File: config.mk
export PLATFORM = sky130hd
export DESIGN_NAME = decode_dga_pow
export DESIGN_NICKNAME = d
export VERILOG_FILES = /design/src/dga_pkg.sv /design/src/rtc_divider.sv /design/src/power_monitor.sv /design/src/panel_control.sv /design/src/panel_vector.sv /design/src/refresh_timer.sv /design/src/decode_dga_pow.sv
export VERILOG_INCLUDE_DIRS = /design/src
export SDC_FILE = /design/constraint.sdc
export NUM_CORES = 1
export LEC_CHECK = 0
export BUFFER_PORTS_ARGS = -buffer_cell sky130_fd_sc_hd__buf_2
export CAP_MARGIN = 15
export CORE_MARGIN = 2
export CORE_UTILIZATION = 45
export DETAILED_ROUTE_END_ITERATION = 8
export PLACE_DENSITY_LB_ADDON = 0.2
export SLEW_MARGIN = 20
export SYNTH_ARGS = -nofsm -noshare
export SYNTH_HDL_FRONTEND = slang
export SYNTH_SLANG_ARGS = --single-unit
File: constraint.sdc
create_clock -name clk -period 1.5 [get_ports clk]
set_input_delay 0.3 -clock clk [delete_from_list [all_inputs] [get_ports clk]]
set_output_delay 0.3 -clock clk [all_outputs]
set_load 0.05 [all_outputs]
File: src/dga_params.svh
// Constants for the power and panel decode block
// Include in every module that needs a divider ratio, delay or refresh time
// Ratios are cut down so that simulation runs stay short

`ifndef DGA_PARAMS_SVH
`define DGA_PARAMS_SVH

// Real-time clock divider, in oscillator strobes per tick
`define DGA_RTC_DIV_20MS 8
`define DGA_RTC_DIV_5MS 2

// Power sense debounce, in clk cycles with sense low
`define DGA_POWFAIL_DELAY 12
`define DGA_POWFAIL_TEST_DELAY 3

// Refresh timing in clk cycles
`define DGA_REFRESH_PERIOD 40
`define DGA_REFRESH_TIMEOUT 10

`endif

File: src/dga_pkg.sv
// Shared types of the power and panel decode block
// Modules take these by a wildcard import in their header

package dga_pkg;

  typedef logic [3:0] rtc_count_t;  // Oscillator strobe count
  typedef logic [3:0] pow_count_t;  // Low-sense cycle count
  typedef logic [5:0] ref_count_t;  // Refresh period and wait count
  typedef logic [2:0] idb_t;        // Vector on internal data bus

  // One-cycle strobes from the operator panel
  typedef struct packed {
    logic start;
    logic stop;
    logic sstop;  // Stop at next fetch
    logic load;
    logic cont;
    logic prq;    // Panel request
    logic emcl;   // Master clear button
    logic clrti;  // Clear real-time clock
  } panel_cmd_t;

  // Latched events waiting for the microprogram
  typedef struct packed {
    logic rtc;
    logic prq;
    logic load;
    logic cont;
    logic lrst;      // Load while stopped
    logic stop_req;  // Held sstop
  } panel_pend_t;

  typedef enum logic {RUNNING = 1'b0, STOPPED = 1'b1} run_state_t;

  // Codes on idb, higher code means lower priority except NONE
  typedef enum logic [2:0] {
    NONE = 3'd0,
    MCL  = 3'd1,
    LRST = 3'd2,
    CONT = 3'd3,
    LOAD = 3'd4,
    PRQ  = 3'd5,
    RTC  = 3'd6,
    STOP = 3'd7
  } panel_vec_t;

endpackage

File: src/rtc_divider.sv
// Real-time clock divider
// Turns oscillator strobes into one-cycle ticks every 20 ms or 5 ms
// test_en passes every strobe straight through as a tick

`timescale 1ns/1ps
`include "dga_params.svh"

module rtc_divider import dga_pkg::*; (
  input  logic clk,
  input  logic rst,
  input  logic rtosc_tick,  // One-cycle oscillator strobe
  input  logic sel_5ms,     // Short rate
  input  logic test_en,     // Bypass the division
  input  logic clrti,       // Restart the count
  output logic rtc_tick
);

  rtc_count_t cnt;
  rtc_count_t ratio_m1;  // Last count before wrap
  logic       wrap;

  // Rate select
  assign ratio_m1 = sel_5ms ? rtc_count_t'(`DGA_RTC_DIV_5MS - 1)
                            : rtc_count_t'(`DGA_RTC_DIV_20MS - 1);

  // >= so a rate change mid-count still wraps
  assign wrap = (cnt >= ratio_m1);

  always_ff @(posedge clk) begin
    if (rst) begin
      cnt      <= '0;
      rtc_tick <= 1'b0;
    end else begin
      rtc_tick <= 1'b0;
      if (clrti) begin
        cnt <= '0;
      end else if (rtosc_tick && !test_en) begin
        if (wrap) begin
          cnt      <= '0;
          rtc_tick <= 1'b1;  // Count complete
        end else begin
          cnt <= cnt + rtc_count_t'(1);
        end
      end
      // Test mode, every strobe ticks
      if (rtosc_tick && test_en) begin
        rtc_tick <= 1'b1;
      end
    end
  end

endmodule

File: src/power_monitor.sv
// Power-fail detector
// Debounces the power sense input, the flag rises after a run of low cycles
// pwcl high holds the count at zero, sense high clears everything

`timescale 1ns/1ps
`include "dga_params.svh"

module power_monitor import dga_pkg::*; (
  input  logic clk,
  input  logic rst,
  input  logic pow_sense,  // High means power good
  input  logic pwcl,       // Power control, masks detection
  input  logic test_en,    // Short delay for test
  output logic powfail
);

  pow_count_t cnt;
  pow_count_t delay;
  logic       sat;

  assign delay = test_en ? pow_count_t'(`DGA_POWFAIL_TEST_DELAY)
                         : pow_count_t'(`DGA_POWFAIL_DELAY);
  assign sat = (cnt == '1);  // Top of counter

  always_ff @(posedge clk) begin
    if (rst) begin
      cnt     <= '0;
      powfail <= 1'b0;
    end else if (pow_sense) begin
      // Power back, drop flag next cycle
      cnt     <= '0;
      powfail <= 1'b0;
    end else if (pwcl) begin
      cnt <= '0;  // Masked, flag holds
    end else begin
      if (!sat) begin
        cnt <= cnt + pow_count_t'(1);
      end
      if (cnt >= delay) begin
        powfail <= 1'b1;  // Run long enough
      end
    end
  end

endmodule

File: src/panel_control.sv
// Operator panel control flip-flops
// Run/stop FSM, master clear and clear, and the pending event latches
// Every output is a register, one cycle after its cause

`timescale 1ns/1ps

module panel_control import dga_pkg::*; (
  input  logic        clk,
  input  logic        rst,
  input  panel_cmd_t  cmd,       // Panel strobes
  input  logic        rtc_tick,  // From RTC divider
  input  logic        powfail,
  input  logic        pwcl,
  output panel_pend_t pend,
  output run_state_t  state,
  output logic        mcl,
  output logic        clear
);

  run_state_t state_nxt;
  logic       stopped;

  assign stopped = (state == STOPPED);

  // Start wins over any stop cause
  always_comb begin
    state_nxt = state;
    if (cmd.start) begin
      state_nxt = RUNNING;
    end else if (cmd.stop || cmd.sstop || clear) begin
      state_nxt = STOPPED;
    end
  end

  always_ff @(posedge clk) begin
    if (rst) begin
      state <= RUNNING;
      clear <= 1'b0;
      mcl   <= 1'b0;
    end else begin
      state <= state_nxt;
      clear <= powfail || (pwcl && stopped);  // One extra stage after powfail
      mcl   <= cmd.emcl || clear;
    end
  end

  always_ff @(posedge clk) begin
    if (rst) begin
      pend <= '0;
    end else if (mcl) begin
      pend <= '0;  // Master clear empties all
    end else begin
      // RTC event, clrti has the last word
      if (cmd.clrti) begin
        pend.rtc <= 1'b0;
      end else if (rtc_tick) begin
        pend.rtc <= 1'b1;
      end
      if (cmd.prq) begin
        pend.prq <= 1'b1;
      end
      if (cmd.load) begin
        pend.load <= 1'b1;
      end
      if (cmd.cont) begin
        pend.cont <= 1'b1;
      end
      if (cmd.load && stopped) begin
        pend.lrst <= 1'b1;  // Load from stopped restarts
      end
      // Held sstop until next start
      if (cmd.start) begin
        pend.stop_req <= 1'b0;
      end else if (cmd.sstop) begin
        pend.stop_req <= 1'b1;
      end
    end
  end

endmodule

File: src/panel_vector.sv
// Panel interrupt vector encoder
// Picks the highest pending event and places its code on idb
// Purely combinational, follows the latches in the same cycle

`timescale 1ns/1ps

module panel_vector import dga_pkg::*; (
  input  panel_pend_t pend,
  input  run_state_t  state,
  input  logic        mcl,
  output idb_t        idb,
  output logic        pan   // Panel interrupt
);

  panel_vec_t vec;

  // Highest first
  always_comb begin
    if (mcl) begin
      vec = MCL;
    end else if (pend.lrst) begin
      vec = LRST;
    end else if (pend.cont) begin
      vec = CONT;
    end else if (pend.load) begin
      vec = LOAD;
    end else if (pend.prq) begin
      vec = PRQ;
    end else if (pend.rtc) begin
      vec = RTC;
    end else if (pend.stop_req) begin
      vec = STOP;
    end else begin
      vec = NONE;
    end
  end

  assign idb = idb_t'(vec);
  assign pan = (vec != NONE) || ((state == STOPPED) && pend.stop_req);

endmodule

File: src/refresh_timer.sv
// Memory refresh request timer
// Raises a request every period and holds it until acknowledged
// The same counter times the wait and flags a timeout

`timescale 1ns/1ps
`include "dga_params.svh"

module refresh_timer import dga_pkg::*; (
  input  logic clk,
  input  logic rst,
  input  logic ref_ack,  // Refresh done
  output logic refrq,
  output logic tout       // Request waited too long
);

  ref_count_t cnt;

  always_ff @(posedge clk) begin
    if (rst) begin
      cnt   <= '0;
      refrq <= 1'b0;
      tout  <= 1'b0;
    end else if (ref_ack) begin
      // Restart the period
      cnt   <= '0;
      refrq <= 1'b0;
      tout  <= 1'b0;
    end else if (!refrq) begin
      if (cnt == ref_count_t'(`DGA_REFRESH_PERIOD - 1)) begin
        cnt   <= '0;
        refrq <= 1'b1;  // Period wrap
      end else begin
        cnt <= cnt + ref_count_t'(1);
      end
    end else if (!tout) begin
      // Waiting for acknowledge
      if (cnt == ref_count_t'(`DGA_REFRESH_TIMEOUT - 1)) begin
        tout <= 1'b1;
      end
      cnt <= cnt + ref_count_t'(1);
    end
  end

endmodule

File: src/decode_dga_pow.sv
// Top of the power and panel decode block
// Joins the RTC divider, power monitor, panel logic and refresh timer
// stp carries the run state, high while stopped

`timescale 1ns/1ps

module decode_dga_pow import dga_pkg::*; (
  input  logic       clk,
  input  logic       rst,
  input  logic       rtosc_tick,
  input  logic       sel_5ms,
  input  logic       test_en,
  input  logic       pow_sense,
  input  logic       pwcl,
  input  panel_cmd_t cmd,
  input  logic       ref_ack,
  output idb_t       idb,
  output logic       pan,
  output logic       mcl,
  output logic       clear,
  output logic       powfail,
  output run_state_t stp,
  output logic       rtc_tick,
  output logic       refrq,
  output logic       tout
);

  panel_pend_t pend;  // Pending latches to the encoder

  rtc_divider u_rtc (
    .clk        (clk),
    .rst        (rst),
    .rtosc_tick (rtosc_tick),
    .sel_5ms    (sel_5ms),
    .test_en    (test_en),
    .clrti      (cmd.clrti),
    .rtc_tick   (rtc_tick)
  );

  power_monitor u_pow (
    .clk       (clk),
    .rst       (rst),
    .pow_sense (pow_sense),
    .pwcl      (pwcl),
    .test_en   (test_en),
    .powfail   (powfail)
  );

  panel_control u_ctl (
    .clk      (clk),
    .rst      (rst),
    .cmd      (cmd),
    .rtc_tick (rtc_tick),
    .powfail  (powfail),
    .pwcl     (pwcl),
    .pend     (pend),
    .state    (stp),
    .mcl      (mcl),
    .clear    (clear)
  );

  panel_vector u_vec (
    .pend  (pend),
    .state (stp),
    .mcl   (mcl),
    .idb   (idb),
    .pan   (pan)
  );

  refresh_timer u_ref (
    .clk     (clk),
    .rst     (rst),
    .ref_ack (ref_ack),
    .refrq   (refrq),
    .tout    (tout)
  );

endmodule

* After elaboration in Yosys (flattened, before gate mapping)
Index checks and enable logic that the tools add are counted.
Storage, ports and cells: register bits after elaboration 27, bits of input ports 16, word-level logic and storage cells 68
Operators by class: bitwise operators 1, reductions and logical operators 21, add/subtract/negate cells 3, eq/ne operators 4, multiplexer cells 21, $lt $le $gt $ge 2
Operators by type and width (count):
- 3-bit two-way mux | 8
- 6-bit two-way mux | 3
- 2-bit OR reduction | 5
- 3-bit OR reduction | 3
- 4-bit by 1-bit adder with 4-bit output, second input constant | 2
- 4-bit greater-or-equal comparator | 2
- 1-bit two-way mux | 8
- 4-bit two-way mux | 2
- 6-bit by 1-bit adder with 6-bit output, second input constant | 1
- 6-bit by 4-bit == test with 1-bit output, second input constant | 1
- 6-bit == test, second input constant | 1
- 1-bit logical AND | 5
- 1-bit logical OR | 5
- 4-bit == test, second input constant | 1
- 3-bit nonzero test | 1
- 2-bit != test, second input constant | 1
- 2-bit AND reduction | 1
- 1-bit logical NOT | 1
- 1-bit NOT | 1

* Depth between registers and ports, before layout
depth in word-level cells 9, mapped depth 5, mapped depth without buffers 5

* Modules after synthesis
A second synthesis with hierarchy kept.
Second synthesis, totals: cell total of the unflattened synthesis 143, area total of the unflattened synthesis 1335.0 um^2
Modules (own cells, without submodules):
- refresh_timer | area each 412.9 um^2, instances 1, sequential area each 160.2 um^2, cells each 46
- power_monitor | area each 299.0 um^2, instances 1, sequential area each 100.1 um^2, cells each 31
- panel_control | area each 279.0 um^2, instances 1, sequential area each 180.2 um^2, cells each 25
- rtc_divider | area each 275.3 um^2, instances 1, sequential area each 100.1 um^2, cells each 29
- panel_vector | area each 68.8 um^2, instances 1, sequential area each 0.0 um^2, cells each 12

* Worst setup path before layout
OpenSTA, ideal clock, no wires.
path kind flip-flop to output port, start register u_ctl.mcl, end output port pan, arrival 3.645 ns, buffers on the path 0, cell stages (with the launch flop) 3, path slack -2.445 ns, data required time 1.200 ns, path through dfxtp_1 -> a2111oi_0 -> or3_1
On the way: word-level cells in the longest chain between the ends 3
Ends and longest elaborated chain:
- start: declaration | RTL line panel_control.sv:16 | output logic mcl,
- start signal: assignment | RTL line panel_control.sv:43 | mcl <= cmd.emcl || clear;
- 3-bit two-way mux | RTL line panel_vector.sv:19 | if (mcl) begin
- via idb[2] | RTL line decode_dga_pow.sv:17 | output idb_t idb,
- 3-bit nonzero test | RTL line panel_vector.sv:39 | assign pan = (vec != NONE) || ((state == STOPPED) && pend.stop_req);
- 1-bit logical OR | RTL line panel_vector.sv:39
- end: declaration | RTL line decode_dga_pow.sv:18 | output logic pan,
The timed path passes the listed nets, and every way through them passes these cells.

* Final worst setup path
start register u_ctl.pend[5] (netlist name), end output port pan
On the way: word-level cells in the longest chain between the ends 8
Ends and longest elaborated chain:
- 3-bit two-way mux | RTL line panel_vector.sv:29 | end else if (pend.rtc) begin
- 3-bit two-way mux | RTL line panel_vector.sv:27 | end else if (pend.prq) begin
- 3-bit two-way mux | RTL line panel_vector.sv:25 | end else if (pend.load) begin
- 3-bit two-way mux | RTL line panel_vector.sv:23 | end else if (pend.cont) begin
- 3-bit two-way mux | RTL line panel_vector.sv:21 | end else if (pend.lrst) begin
- 3-bit two-way mux | RTL line panel_vector.sv:19
- 3-bit nonzero test | RTL line panel_vector.sv:39
- 1-bit logical OR | RTL line panel_vector.sv:39
Every way passes these cells.

==> flow_metrics.tcl <==
set metrics [dict create \
    ys_seq_elements 27 \
    critPathLaunchType "register" \
    reg2reg_slack_ns 0.06 \
    htreeDepth 1 \
    setup_violations 4 \
    clk_latency_ns 0.32 \
    postPlaceCellArea_um2 1580 \
    finish.utilization_pct 62.7 \
    grt_max_degree 17 \
    regArea_um2 561 \
    clockRootBuffer "clkbuf_4" \
    layout_commonest_cell "nor2_1" \
    drt_pre_antenna_iters 4 \
    worstMarginPinSlew_ns 0.294 \
    cts.clk_slew.worst_paths_ns 0.15 \
    area_growth_pct 33.6 \
    status "finished, violations left" \
    place.gp.congestion 0.864 \
    viasPerCell 5.29 \
    ir_worst_vdd_mv 0.546 \
    rows 19 \
    fin_area_um2 1710 \
    layout_common_cells "nor2_1, buf_2, dfxtp_1, buf_4" \
    drc 0 \
    synth_fp_nets 172 \
    grt_first_pass_wirelength_um 4660 \
    critPathRequiredTime_ns 1.20 \
    post-route-min-period_ns 1.85 \
    drtIter0Drc 46 \
    wire_per_inst_um 12.4 \
    ys_types 36 \
    antenna_cells 0 \
    die_h_um 57.4 \
    synth-seq-area-share_pct 42.1 \
    dieArea_um2 3290 \
    async_reset_ff_share_pct 0 \
    fillCellCount 234 \
    timing.rr.end "u_rtc.cnt[1]" \
    globalRouteOverflowTotal 0 \
    rr_worst_depth 5 \
    drive_gt1_share_pct 34.7 \
    pwr_density_cell_nw_per_um2 799 \
    grt.total_usage_pct 17.7 \
    min_from "cmd[7]" \
    final_nets 217 \
    p_leak_nw 0.735 \
    drt_wl_total_um 2730 \
    maxCapViolations 0 \
    vias 1170 \
    violations "negative setup slack" \
    synth_top_cell_by_area "dfxtp_1" \
    regToRegStartpoint "u_rtc.cnt[1]" \
    chipWidth_um 57.4 \
    syn-cell-area_um2 1280 \
    hp-class "in -> reg" \
    cts_tree "yes" \
    final_hold_viol_count 0 \
    fin_skew_ns 0.00745 \
    final.setup.worst_slack_ns -0.354 \
    io_buffers 26 \
    multiInputGateArea_um2 766 \
    antenna_found_initial 0 \
    endpoint_kind "primary output" \
    finalCritPeriodShare_pct 124 \
    synth_top_flop_cell "dfxtp_1" \
    ios 27 \
    worstSetupPathType "reg -> out" \
    ant_nets 0 \
    place_hpwl_um 2130 \
    hold_buffers 0 \
    cts_inserted_buffers 3 \
    synthesis.instances 146 \
    yosys_warnings 0 \
    synth_edf_count 0 \
    slew_headroom_pct 80.4 \
    drv_slew 0 \
    clock_path_buffers 2 \
    synthTopCellsByArea "dfxtp_1, ha_1, nor2_1, a21oi_1, nor3_1" \
    avgSynthCellArea_um2 8.78 \
    crit_fanout 3 \
    core_area_um2 2730 \
    hold_depth 2 \
    cts_sinks 27 \
    rsz0062_at_grt "true" \
    synth_top_area_share_pct 42.1 \
    grt_pass1_vias 1081 \
    min_to "u_ctl.pend[0]" \
    initial_core_util_pct 46.9 \
    power_mw 1.37 \
    critical_path_arrival_ns 1.55 \
    clock.fmax_ghz 0.539 \
]
==> Yosys cell counts (all sizes together), types with 3 or more instances <==
master	instances
ha	10
nor3b	3
nand4	5
dfxtp	27
nand2	10
o21a	4
nor3	8
inv	7
o21ai	4
xor2	3
a21oi	8
nor2	25
==> stage by stage <==
stage	cells	TNS (ns)	setup slack, ns	hold WS, ns
finish	221	-0.969	-0.354	0.135
global route	221	-1.22	-0.421	0.109
CTS	218	-0.893	-0.345	0.120
detailed placement	214	-0.571	-0.157	0.472
global placement	214	-0.289	-0.102	0.463
floorplan	146	-0.440	-0.328	0.372
==> cell type report <==
| cell class | instances | share of cell area (%) |
|---|---|---|
| inverters | 7 | 1.53 |
| repair buffers | 42 | 17.1 |
| clock inverters | 1 | 0.365 |
| flip-flops and latches | 27 | 32.7 |
| well taps | 31 | 2.26 |
| multi-input cells | 110 | 44.7 |
| clock buffers | 3 | 1.31 |
==> state kept, by name (all words and copies together), names as in the netlist, 4 cells and up <==
name,count
u_ctl.pend,6
u_rtc.cnt,4
u_pow.cnt,4
u_ref.cnt,6
==> kinds of logic after synthesis <==
family | count (synthesis) | share of synthesized area, %
fa+ha+maj | 10 | 9.76
simple gates | 65 | 24.7
xor+xnor | 5 | 3.42
mux | 2 | 1.56
flops | 27 | 42.1
compound gates | 28 | 14.6
buf+inv | 9 | 3.81
==> worst max path at each step <==
stage | cells after the start | startpoint | to
after floorplan | 2 | u_ctl.mcl | pan
after global placement | 5 | u_ctl.pend[1] | pan
after detailed placement | 5 | u_ctl.pend[1] | pan
after CTS | 5 | u_ctl.pend[0] | pan
after global routing | 5 | u_ctl.pend[0] | pan
final | 5 | u_ctl.pend[5] | pan
==> critical path: stages, from the launching register on <==
cell and delay [ns]:
dfxtp_2 0.38, inv_2 0.05, a21oi_4 0.17, o31ai_4 0.09, or3_4 0.39, buf_8 0.16
==> timing repair <==
item	in CTS	in global routing
gates resized for setup	16	14
pin swaps	2	5
setup endpoints to repair	7	8
setup buffers	0	3
==> where the power goes <==
| part | internal [mW] | switching (mW) |
|---|---|---|
| Combinational | 0.137 | 0.161 |
| Sequential | 0.735 | 0.0239 |
| Clock | 0.104 | 0.207 |
==> layer usage <==
metal  track usage [%]  vias up  routed length (um)
li1                  -      602                   -
met1              23.6      529                1260
met2              29.1       35                1290
met3              2.49        4                 149
met4              6.64        0                  32
met5                 0        -                   0
(Power assumes the default switching activity.)
